<file path="src/flit_pkg.sv">
package flit_pkg;

   localparam int flit_w     = 12;
   // entries per input buffer
   localparam int fifo_depth = 4;

   // single counts as head and tail at once
   typedef enum logic [1:0] {
      flit_body   = 2'd0,
      flit_tail   = 2'd1,
      flit_head   = 2'd2,
      flit_single = 2'd3
   } flit_type_e;

   ////////////////////////////////////////
   // head flit layout
   ////////////////////////////////////////

   localparam int type_hi   = 11;
   localparam int type_lo   = 10;
   localparam int tag_hi    = 9;
   localparam int tag_lo    = 4;
   localparam int dest_y_hi = 3;
   localparam int dest_y_lo = 2;
   localparam int dest_x_hi = 1;
   localparam int dest_x_lo = 0;

   function automatic flit_type_e get_type(input logic [flit_w-1:0] f);
      return flit_type_e'(f[type_hi:type_lo]);
   endfunction

   // opens a packet
   function automatic logic is_head(input logic [flit_w-1:0] f);
      return (get_type(f) == flit_head) || (get_type(f) == flit_single);
   endfunction

   // closes a packet
   function automatic logic is_tail(input logic [flit_w-1:0] f);
      return (get_type(f) == flit_tail) || (get_type(f) == flit_single);
   endfunction

endpackage

</file>
<file path="src/noc_pkg.sv">
package noc_pkg;

   ////////////////////////////////////////
   // mesh geometry
   ////////////////////////////////////////

   // 4 by 4 mesh
   localparam int x_node_num = 4;
   localparam int y_node_num = 4;

   // coordinate widths follow the mesh size
   localparam int x_width = $clog2(x_node_num);
   localparam int y_width = $clog2(y_node_num);

   ////////////////////////////////////////
   // router ports
   ////////////////////////////////////////

   // local plus four neighbours
   localparam int num_ports  = 5;
   // request and grant vectors, one bit per port
   localparam int port_sel_w = num_ports;

   // port number doubles as the one-hot enable index
   typedef enum logic [2:0] {
      port_local = 3'd0,
      port_east  = 3'd1,
      port_north = 3'd2,
      port_west  = 3'd3,
      port_south = 3'd4
   } port_e;

endpackage
</file>
<file path="src/router_top.sv">
`timescale 1ns/10ps

module router_top #(
   parameter int cur_x = 1,
   parameter int cur_y = 0
) (
   input  logic                        clk,
   input  logic                        rst_n,
   input  logic [flit_pkg::flit_w-1:0] in_flit_0,
   input  logic [flit_pkg::flit_w-1:0] in_flit_1,
   input  logic [flit_pkg::flit_w-1:0] in_flit_2,
   input  logic [flit_pkg::flit_w-1:0] in_flit_3,
   input  logic [flit_pkg::flit_w-1:0] in_flit_4,
   input  logic                        in_wr_0,
   input  logic                        in_wr_1,
   input  logic                        in_wr_2,
   input  logic                        in_wr_3,
   input  logic                        in_wr_4,
   output logic                        in_full_0,
   output logic                        in_full_1,
   output logic                        in_full_2,
   output logic                        in_full_3,
   output logic                        in_full_4,
   output logic [flit_pkg::flit_w-1:0] out_flit_0,
   output logic [flit_pkg::flit_w-1:0] out_flit_1,
   output logic [flit_pkg::flit_w-1:0] out_flit_2,
   output logic [flit_pkg::flit_w-1:0] out_flit_3,
   output logic [flit_pkg::flit_w-1:0] out_flit_4,
   output logic                        out_valid_0,
   output logic                        out_valid_1,
   output logic                        out_valid_2,
   output logic                        out_valid_3,
   output logic                        out_valid_4
);

   import noc_pkg::*;
   import flit_pkg::*;

   logic [num_ports-1:0][flit_w-1:0]     in_flit_a;
   logic [num_ports-1:0][flit_w-1:0]     front_a;
   logic [num_ports-1:0][flit_w-1:0]     out_flit_a;
   logic [num_ports-1:0]                 in_wr_a;
   logic [num_ports-1:0]                 in_full_a;
   logic [num_ports-1:0]                 out_valid_a;
   logic [num_ports-1:0]                 pop_a;
   // rows by input, columns by output
   logic [num_ports-1:0][port_sel_w-1:0] req_row;
   logic [num_ports-1:0][num_ports-1:0]  req_col;
   // indexed by output, then input
   logic [num_ports-1:0][num_ports-1:0]  grant_a;

   // port 0 sits in the low slice
   assign in_flit_a = {in_flit_4, in_flit_3, in_flit_2, in_flit_1, in_flit_0};
   assign in_wr_a   = {in_wr_4, in_wr_3, in_wr_2, in_wr_1, in_wr_0};
   assign {in_full_4, in_full_3, in_full_2, in_full_1, in_full_0} = in_full_a;
   assign {out_flit_4, out_flit_3, out_flit_2, out_flit_1, out_flit_0} = out_flit_a;
   assign {out_valid_4, out_valid_3, out_valid_2, out_valid_1, out_valid_0} = out_valid_a;

   ////////////////////////////////////////
   // request transpose and pop merge
   ////////////////////////////////////////

   always_comb begin
      req_col = '0;
      pop_a   = '0;
      for (int o = 0; o < num_ports; o++) begin
         for (int i = 0; i < num_ports; i++) begin
            req_col[o][i] = req_row[i][o];
            // any output granting input i pops it
            pop_a[i] = pop_a[i] | grant_a[o][i];
         end
      end
   end

   for (genvar i = 0; i < num_ports; i++) begin : g_in
      input_port #(
         .cur_x (cur_x),
         .cur_y (cur_y)
      ) u_in (
         .clk        (clk),
         .rst_n      (rst_n),
         .in_flit    (in_flit_a[i]),
         .in_wr      (in_wr_a[i]),
         .in_full    (in_full_a[i]),
         .req        (req_row[i]),
         .front_flit (front_a[i]),
         .pop        (pop_a[i])
      );
   end

   // every output sees every front flit
   for (genvar o = 0; o < num_ports; o++) begin : g_out
      output_port u_out (
         .clk       (clk),
         .rst_n     (rst_n),
         .req_col   (req_col[o]),
         .flit_0    (front_a[0]),
         .flit_1    (front_a[1]),
         .flit_2    (front_a[2]),
         .flit_3    (front_a[3]),
         .flit_4    (front_a[4]),
         .grant     (grant_a[o]),
         .out_flit  (out_flit_a[o]),
         .out_valid (out_valid_a[o])
      );
   end

endmodule

</file>
<file path="src/output_port.sv">
`timescale 1ns/10ps

module output_port (
   input  logic                          clk,
   input  logic                          rst_n,
   input  logic [noc_pkg::num_ports-1:0] req_col,
   input  logic [flit_pkg::flit_w-1:0]   flit_0,
   input  logic [flit_pkg::flit_w-1:0]   flit_1,
   input  logic [flit_pkg::flit_w-1:0]   flit_2,
   input  logic [flit_pkg::flit_w-1:0]   flit_3,
   input  logic [flit_pkg::flit_w-1:0]   flit_4,
   output logic [noc_pkg::num_ports-1:0] grant,
   output logic [flit_pkg::flit_w-1:0]   out_flit,
   output logic                          out_valid
);

   import noc_pkg::*;
   import flit_pkg::*;

   typedef logic [$bits(port_e)-1:0] idx_t;

   // idle arbitrates, busy stays with the owner
   typedef enum logic {
      arb_idle = 1'b0,
      arb_busy = 1'b1
   } arb_state_e;

   arb_state_e                     state;
   idx_t                           owner;
   idx_t                           rr_ptr;
   idx_t                           pick;
   idx_t                           src;
   idx_t                           rr_next;
   logic                           found;
   logic                           fwd;
   logic [flit_w-1:0]              sel_flit;
   logic [num_ports-1:0][flit_w-1:0] flit_a;

   assign flit_a = {flit_4, flit_3, flit_2, flit_1, flit_0};

   ////////////////////////////////////////
   // round-robin search
   ////////////////////////////////////////

   // first requester from rr_ptr upward
   always_comb begin
      int idx;
      pick  = rr_ptr;
      found = 1'b0;
      for (int k = 0; k < num_ports; k++) begin
         idx = (int'(rr_ptr) + k) % num_ports;
         if (!found && req_col[idx]) begin
            found = 1'b1;
            pick  = idx_t'(idx);
         end
      end
   end

   assign rr_next = (int'(pick) == num_ports - 1) ? '0 : pick + 1'b1;

   // locked owner wins over the search
   assign src      = (state == arb_busy) ? owner : pick;
   assign fwd      = (state == arb_busy) ? req_col[owner] : found;
   assign sel_flit = flit_a[src];

   always_comb begin
      grant = '0;
      if (fwd) begin
         grant[src] = 1'b1;
      end
   end

   ////////////////////////////////////////
   // packet lock
   ////////////////////////////////////////

   always_ff @(posedge clk) begin
      if (!rst_n) begin
         state     <= arb_idle;
         owner     <= '0;
         rr_ptr    <= '0;
         out_valid <= 1'b0;
      end else begin
         out_valid <= fwd;
         case (state)
            arb_idle: begin
               if (found) begin
                  owner  <= pick;
                  rr_ptr <= rr_next;
                  // single flit frees the port at once
                  if (!is_tail(sel_flit)) begin
                     state <= arb_busy;
                  end
               end
            end
            arb_busy: begin
               if (fwd && is_tail(sel_flit)) begin
                  state <= arb_idle;
               end
            end
            default: state <= arb_idle;
         endcase
      end
   end

   // registered output flit
   always_ff @(posedge clk) begin
      if (fwd) begin
         out_flit <= sel_flit;
      end
   end

endmodule

</file>
<file path="src/input_port.sv">
`timescale 1ns/10ps

module input_port #(
   parameter int cur_x = 1,
   parameter int cur_y = 0
) (
   input  logic                           clk,
   input  logic                           rst_n,
   input  logic [flit_pkg::flit_w-1:0]    in_flit,
   input  logic                           in_wr,
   output logic                           in_full,
   output logic [noc_pkg::port_sel_w-1:0] req,
   output logic [flit_pkg::flit_w-1:0]    front_flit,
   input  logic                           pop
);

   import noc_pkg::*;
   import flit_pkg::*;

   typedef logic [$clog2(fifo_depth)-1:0]   ptr_t;
   typedef logic [$clog2(fifo_depth+1)-1:0] cnt_t;

   logic [flit_w-1:0]     mem [fifo_depth];
   ptr_t                  wr_ptr;
   ptr_t                  rd_ptr;
   cnt_t                  cnt;
   logic                  empty;
   logic                  do_push;
   logic                  do_pop;
   logic [port_sel_w-1:0] route_en;
   logic [port_sel_w-1:0] held_route;

   ////////////////////////////////////////
   // circular flit buffer
   ////////////////////////////////////////

   assign empty   = (cnt == '0);
   assign in_full = (cnt == cnt_t'(fifo_depth));
   // sender keeps in_wr low while full
   assign do_push = in_wr && !in_full;
   assign do_pop  = pop && !empty;

   assign front_flit = mem[rd_ptr];

   // payload store
   always_ff @(posedge clk) begin
      if (do_push) begin
         mem[wr_ptr] <= in_flit;
      end
   end

   always_ff @(posedge clk) begin
      if (!rst_n) begin
         wr_ptr <= '0;
         rd_ptr <= '0;
         cnt    <= '0;
      end else begin
         if (do_push) begin
            wr_ptr <= (wr_ptr == ptr_t'(fifo_depth - 1)) ? '0 : wr_ptr + 1'b1;
         end
         if (do_pop) begin
            rd_ptr <= (rd_ptr == ptr_t'(fifo_depth - 1)) ? '0 : rd_ptr + 1'b1;
         end
         // occupancy
         case ({do_push, do_pop})
            2'b10:   cnt <= cnt + 1'b1;
            2'b01:   cnt <= cnt - 1'b1;
            default: cnt <= cnt;
         endcase
      end
   end

   ////////////////////////////////////////
   // route lookup and hold
   ////////////////////////////////////////

   route_compute #(
      .cur_x (cur_x),
      .cur_y (cur_y)
   ) u_route (
      .dest_x   (front_flit[dest_x_hi:dest_x_lo]),
      .dest_y   (front_flit[dest_y_hi:dest_y_lo]),
      .port_num (),
      .port_en  (route_en)
   );

   // tail pop ends the packet, head at front opens one
   always_ff @(posedge clk) begin
      if (!rst_n) begin
         held_route <= '0;
      end else if (do_pop && is_tail(front_flit)) begin
         held_route <= '0;
      end else if (!empty && is_head(front_flit)) begin
         held_route <= route_en;
      end
   end

   // head requests straight away, body and tail use the held route
   always_comb begin
      if (empty) begin
         req = '0;
      end else if (is_head(front_flit)) begin
         req = route_en;
      end else begin
         req = held_route;
      end
   end

endmodule

</file>
<file path="src/route_compute.sv">
`timescale 1ns/10ps

module route_compute #(
   parameter int cur_x = 1,
   parameter int cur_y = 0
) (
   input  logic [noc_pkg::x_width-1:0]    dest_x,
   input  logic [noc_pkg::y_width-1:0]    dest_y,
   output noc_pkg::port_e                 port_num,
   output logic [noc_pkg::port_sel_w-1:0] port_en
);

   import noc_pkg::*;

   // own position, cut to coordinate width
   localparam logic [x_width-1:0] here_x = x_width'(cur_x);
   localparam logic [y_width-1:0] here_y = y_width'(cur_y);

   ////////////////////////////////////////
   // dimension-order XY decision
   ////////////////////////////////////////

   always_comb begin
      // x first
      if (dest_x > here_x) begin
         port_num = port_east;
      end else if (dest_x < here_x) begin
         port_num = port_west;
      // column reached, then y
      // y grows southward
      end else if (dest_y > here_y) begin
         port_num = port_south;
      end else if (dest_y < here_y) begin
         port_num = port_north;
      end else begin
         // arrived
         port_num = port_local;
      end
   end

   ////////////////////////////////////////
   // one-hot enable
   ////////////////////////////////////////

   // bit index equals port number
   always_comb begin
      port_en = '0;
      port_en[port_num] = 1'b1;
   end

endmodule

</file>
<file path="config.mk">
export PLATFORM = sky130hd
export DESIGN_NAME = router_top
export DESIGN_NICKNAME = d
export VERILOG_FILES = /design/src/flit_pkg.sv /design/src/noc_pkg.sv /design/src/router_top.sv /design/src/output_port.sv /design/src/input_port.sv /design/src/route_compute.sv
export SDC_FILE = /design/constraint.sdc
export NUM_CORES = 1
export LEC_CHECK = 0
export CAP_MARGIN = 20
export CORE_MARGIN = 3
export CORE_UTILIZATION = 45
export CTS_CLUSTER_DIAMETER = 80
export DETAILED_ROUTE_END_ITERATION = 8
export DONT_BUFFER_PORTS = 1
export GPL_ROUTABILITY_DRIVEN = 0
export PLACE_DENSITY_LB_ADDON = 0.15
export SLEW_MARGIN = 20
export SYNTH_ARGS = -nofsm -noshare
export SYNTH_HDL_FRONTEND = slang
export SYNTH_SLANG_ARGS = --single-unit
</file>
<file path="constraint.sdc">
create_clock -name clk -period 17.7 [get_ports clk]
set_input_delay 0 -clock clk [delete_from_list [all_inputs] [get_ports clk]]
set_output_delay 0 -clock clk [all_outputs]
set_load 0.02 [all_outputs]
</file>
==> results of run 1 <==
==> layer usage <==
| metal | up-vias | global-route usage (%) | part of all wire (%) |
|---|---|---|---|
| met2 | 919 | 42.2 | 48 |
| met5 | - | 0 | 0 |
| met3 | 165 | 4.62 | 7.6 |
| met4 | 0 | 7.66 | 3.0 |
| met1 | 11000 | 33.1 | 42 |
| li1 | 10300 | - | - |
==> per-stage QoR <==
step | worst slack, ns | hold WS, ns | util (%)
2_1_floorplan | 10.47 | 0.0989 | -
3_3_place_gp | 10.02 | 0.0990 | 46.5
5_1_grt | 8.92 | 0.113 | 50.1
6_report | 9.51 | 0.113 | 50.1
3_5_place_dp | 9.66 | 0.0990 | 46.5
4_1_cts | 9.62 | 0.0969 | 50.1
==> kinds of logic after synthesis <==
| logic type | share of synthesized area [%] |
|---|---|
| mux | 12.2 |
| flops | 40.7 |
| xor+xnor | 1.69 |
| compound gates | 19.5 |
| buf+inv | 3.98 |
| simple gates | 15.0 |
| fa+ha+maj | 6.98 |
==> path summary, 6_finish.rpt <==
path                                              to  depth (start not counted)
max                 g_in[0].u_in.cnt[2]$_SDFFE_PN0P_                         27
min                 g_in[2].u_in.mem[1][1]$_DFFE_PP_                          1
max reg2reg         g_in[0].u_in.cnt[2]$_SDFFE_PN0P_                         27
min reg2reg  g_in[3].u_in.held_route[2]$_SDFFE_PP0P_                          2
==> cell usage after synthesis, types with 10 or more instances <==
cell type,instances
edfxtp_1,300
nor2_1,206
nand2_1,162
mux2i_1,152
a21oi_1,147
ha_1,144
inv_1,136
dfxtp_1,110
o21ai_0,104
clkbuf_1,71
nor3_1,71
mux4_2,64
nand3_1,57
o22ai_1,50
and2_1,44
a211oi_1,36
nor2b_1,36
mux2_2,35
xnor2_1,35
a22oi_1,33
buf_2,32
or3_1,32
and3_1,31
nand2b_1,28
o211ai_1,28
a31oi_1,26
o21a_1,26
a21o_1,25
o31ai_1,18
or2_2,18
xor2_1,18
a211o_1,15
nor4_1,15
o31a_1,14
a221oi_1,13
a22o_1,13
a32oi_1,11
nand4_1,11
nor3b_1,11
o221ai_1,11
buf_1,10
==> area by class of cell <==
type	instances	share of cell area, %
clock buffer	56	3.95
clock inverter	23	0.843
inverter	148	1.84
multi-input combinational	1991	50.3
sequential	410	37.0
tap	782	3.23
timing repair buffer	90	2.82
==> sequential cells by signal, summed over array words and instances (netlist names), named ones only <==
name and count:
g_out.u_out.rr_ptr 15, g_in.u_in.rd_ptr 10, g_out.u_out.state 5, g_in.u_in.wr_ptr 10
g_in.u_in.held_route 25, g_out.u_out.out_valid 5, g_out.u_out.out_flit 60, g_in.u_in.mem 240
g_out.u_out.owner 15, g_in.u_in.cnt 15
==> worst max-delay path, stage by stage, from the launching register on <==
cell       delay [ns]
dfxtp_1          0.56
inv_1            0.30
ha_1             0.69
clkinv_1         0.37
ha_1             0.31
nor2_1           0.14
a21oi_1          0.10
xnor2_1          0.33
ha_1             0.20
inv_1            0.04
a2bb2oi_1        0.16
o2bb2ai_1        0.27
xnor2_1          0.25
nor4_1           0.42
a31o_2           0.22
nor3_1           0.09
a31oi_2          0.54
nand2b_1         0.78
o211ai_1         0.36
o32ai_1          0.47
nor3_2           0.15
inv_1            0.08
ha_1             0.18
inv_1            0.06
fa_1             0.39
xor2_1           0.17
or3_1            0.32
a21oi_1          0.14
==> what timing repair did <==
item                      4_1_cts  5_1_grt
gates resized for setup         0        0
hold buffers                   68        0
hold endpoints to repair      294        0
==> metrics.txt, run 1 <==
Max Fclk=122 MHz; RSZ-0062 raised after global routing=no; first-pass GRT wire length=126000 µm; Synth warnings=0; Initial DRC Count=between 2k and 2.5k; Final min period=~8.2 ns; initial core utilization=45.5%; # diodes=0; clk buf depth=3; Post-synth ARST share=0%; DIE AREA=around 64000 µm²; setup bufs post-CTS=0; crit path launch type=flop; CP endpoint kind=flop; commonest non-fill, non-tap cell in the layout=edfxtp_1; Post-DP HPWL=between 60000 and 70000 µm; Root Driver=clkbuf_16; num rows=90; die height=~250 µm; Crit path arrival time=between 8 and 9 ns; area of the multi-input gates=about 15000 µm²; setup violators final=0; Final Net Count=2901; Mapped Nets=a little under 3k; fin area=approximately 30000 µm²; top cells by area, synth=edfxtp_1, dfxtp_1, ha_1, mux2i_1, mux4_2; hold path start=in_flit_2[1]; Max Cap Violations=0; synthesis-to-layout area growth=10.1%; Ports=approximately 140; worst hold path class=input port to flop; Slew headroom=between 20 and 30%; area leader, netlist=edfxtp_1; status=finished, final reports clean; Fillers=roughly 5.3k; Via density=about 6.4; 1st-pass router iterations=8; core area=slightly above 60000 µm²; vias in the first global route=between 20k and 25k; Clock Latency Late Sink=0.58 ns; Yosys cell types=123; grt total ovfl=0; Die Wd=approximately 250 µm; worst r2r src=g_out[0].u_out.rr_ptr[1]$_SDFFE_PN0P_; # H-tree levels=2; largest net degree at the start of global routing=64; Mapped Cells=2670; Clk pin slew, worst setup/hold paths=roughly 0.06 ns; initial antenna violation count=0; Port Buf Inserts=0; Mapped Area=between 20000 and 30000 µm²; CP startpoint=g_out[0].u_out.rr_ptr[1]$_SDFFE_PN0P_; Top FF cell, synth=edfxtp_1; Routed Antenna Nets=0; DR WL/cell=approximately 24 µm; sequential element share of the synthesized area=approximately two fifths; CP Max Fanout=16; Final Routed Wirelength=between 80000 and 90000 µm; Setup Crit Path Kind=flop to flop; Slew Limit Fails=0; DR vias=22.4k; r2r setup slk=9.51 ns; Max Clock Skew=0.0198 ns; Worst Max-Slew Pin Slew=roughly 1.1 ns; CTS tree=done; final hold vios=0; most frequent cells in the layout=edfxtp_1, nor2_1, nand2_1; TNS Setup=0 ns; DRC Markers=0; Yosys reg bits=410; Placed Area=between 20000 and 30000 µm²; total CTS buffers=43; gr usage total=25.1%; placed cell count=3352; layout cells sized above 1=10.4%; Post-synth EDFFs=300; Layout Cells excl Fill=between 3k and 4k; average size of a mapped cell=between 10 and 15 µm²; clk sinks=approximately 400; Tcrit/Tclk final=about 46%; critical path data required time=around 18 ns; Yosys top cell area share=~33%; Register Area=between 10000 and 15000 µm²
Power of run 1 is left out: the tool's default activity adds up to more than one toggle a clock period on the data nets, which glitch-free logic cannot reach.
==> inputs of run 2 (changes only) <==
Clock period 17.7 ns to 8.45 ns, I/O delays scaled along.
==> run 2 against run 1 <==
Effect of this change: clock skew is 0.0032 ns lower; cell area is 0.20% lower; first-iteration DRC count is 0.48% higher; worst setup slack worse by 9.0 ns; hold slack better by 0.011 ns; non-clock buffer count is 3 higher; critical path type unchanged.
==> metrics.txt, run 2 (synthesis results as in run 1) <==
CP endpoint=g_in[3].u_in.cnt[2]$_SDFFE_PN0P_; clk buf depth=3 (unchanged); vias in the first global route=21.1k (-0.42%); die height=253 µm (unchanged); crit path launch type=flop; Final min period=7.92 ns (-0.269 ns); most frequent cells in the layout=edfxtp_1, nor2_1, nand2_1; top flop regs=g_in.u_in.mem (240), g_out.u_out.out_flit (60), g_in.u_in.held_route (25); 1st-pass router iterations=6 (-2); Worst Max-Slew Pin Slew=1.02 ns (-0.0504 ns); Worst path most repeated cell=inv_1; worst r2r src=g_out[3].u_out.rr_ptr[1]$_SDFFE_PN0P_; synthesis-to-layout area growth=9.84%; worst hold path class=input port to flop; hold path cells=1 (unchanged); core area=60500 µm² (unchanged); CTS tree=done; final hold vios=0 (unchanged); initial antenna violation count=0 (unchanged); first-pass GRT wire length=125000 µm (-0.39%); clk sinks=410 (unchanged); R2R Path End=g_in[3].u_in.cnt[2]$_SDFFE_PN0P_; Tcrit/Tclk final=93.8% (+47 points); setup violators final=0 (unchanged); Root Driver=clkbuf_16; # H-tree levels=2 (unchanged); Final Routed Wirelength=81600 µm (-1.2%); Slew Limit Fails=0 (unchanged); commonest non-fill, non-tap cell in the layout=edfxtp_1; Top Family by Delay on Critical Path=compound AO/OA/AOI/OAI gates; setup bufs post-CTS=0 (unchanged); Final Net Count=2903 (+0.069%); r2r worst-path depth=30 (+11%); CP startpoint=g_out[3].u_out.rr_ptr[1]$_SDFFE_PN0P_; area of the multi-input gates=15300 µm² (about the same); Initial DRC Count=2080 (+0.48%); Register Area=11200 µm² (unchanged); Slew headroom=30.6% (+1.6 points); TNS Setup=0 ns (unchanged); largest net degree at the start of global routing=69 (+7.8%); DIE AREA=64200 µm² (unchanged); CP Max Fanout=15 (-1); Max Fclk=126 MHz (+3.4%); Post-DP HPWL=60500 µm (-1.0%); Max Clock Skew=0.0166 ns (-0.00322 ns); DR vias=22.1k (-1.1%); CP endpoint kind=flop; grt total ovfl=0 (unchanged); layout cells sized above 1=10.4% (unchanged); max reg flops=240 (unchanged); Via density=6.32 (-1.1%); Fillers=5358 (+0.87%); r2r setup slk=0.53 ns (-8.98 ns); Biggest register=g_in.u_in.mem; status=finished, final reports clean; Ports=137 (unchanged); Crit path arrival time=8.43 ns (-0.26 ns); Port Buf Inserts=0 (unchanged); initial core utilization=45.5% (unchanged); Setup Crit Path Kind=flop to flop; # diodes=0 (unchanged); DR WL/cell=23.3 µm (-1.2%); critical path data required time=8.95 ns (-9.25 ns); Die Wd=253 µm (unchanged); total CTS buffers=42 (-2.3%); num rows=90 (unchanged); Crit-path slowest cell=a2111oi_0; gr usage total=25.1% (-0.054 points); CP peak stage delay=0.91 ns (+0.13 ns); RSZ-0062 raised after global routing=no; Routed Antenna Nets=0 (unchanged); DRC Markers=0 (unchanged); Levels on crit path=30 (+11%); Clock Latency Late Sink=0.58 ns (about the same); Buf/Inv on CP=7 (+2); Clk pin slew, worst setup/hold paths=0.07 ns (about the same); Max Cap Violations=0 (unchanged)
run 2: cell types whose count changed in the layout (fill, tap and decap cells not counted), moves of 2 or more:
cell	before	now
clkbuf_16	44	42
buf_4	21	25
inv_6	0	2
clkinvlp_4	0	6
inv_8	2	0
clkbuf_8	5	1
clkinv_1	10	13
clkinv_2	9	5
run 2: per-layer routing:
layer	up-vias	track usage, %	routed length [µm]	part of all wire (%)
met1	10900	33.5	35100	43
met5	-	0	0	0
met4	0	7.61	2320	2.8
met3	138	5.02	5820	7.1
li1	10300	-	-	-
met2	786	41.2	38400	47
run 2: final cells by class:
| type | count | share of cell area [%] |
|---|---|---|
| multi-input combinational | 1991 | 50.5 |
| sequential | 410 | 37.1 |
| clock buffer | 50 | 3.61 |
| tap | 782 | 3.24 |
| timing repair buffer | 93 | 2.91 |
| inverter | 148 | 1.84 |
| clock inverter | 26 | 0.865 |
run 2: worst register-to-register path: cells and delay by family (launching register included):
kind	cells	cell delay [ns]
flops	1	0.39
xor+xnor	1	0.15
compound gates	9	2.65
buf+inv	7	0.83
fa+ha+maj	6	1.65
simple gates	7	2.15
run 2: worst min path at each step:
stage | slack, ns | endpoint | startpoint
global route | 0.11 | g_in[2].u_in.mem[1][0]$_DFFE_PP_ | in_flit_2[0]
finish | 0.12 | g_in[0].u_in.mem[0][8]$_DFFE_PP_ | in_flit_0[8]
global placement | 0.1 | g_in[4].u_in.mem[0][3]$_DFFE_PP_ | in_flit_4[3]
CTS | 0.1 | g_in[2].u_in.mem[3][9]$_DFFE_PP_ | in_flit_2[9]
detailed placement | 0.1 | g_in[4].u_in.mem[0][2]$_DFFE_PP_ | in_flit_4[2]
floorplan | 0.1 | g_in[0].u_in.mem[0][0]$_DFFE_PP_ | in_flit_0[0]
run 2: stage by stage:
stage,setup WS (ns),instances,hold WS (ns),instance area (µm²),util [%]
final,0.526,3500,0.124,30200,50.0
after global routing,0.0373,3500,0.114,30200,50.0
after CTS,0.528,3500,0.0959,30200,50.0
after detailed placement,0.566,3356,0.0990,28200,46.6
after global placement,0.945,3356,0.0990,28200,46.6
after floorplan,1.22,2670,0.0989,27500,-
run 2: repair_timing:
action / 4_1_cts / 5_1_grt
endpoints found under the setup margin: 0 / 7
hold buffers: 68 / 0
endpoints found under the hold margin: 289 / 0
gates resized for setup: 0 / 3
Power of run 2 is left out for the same reason.
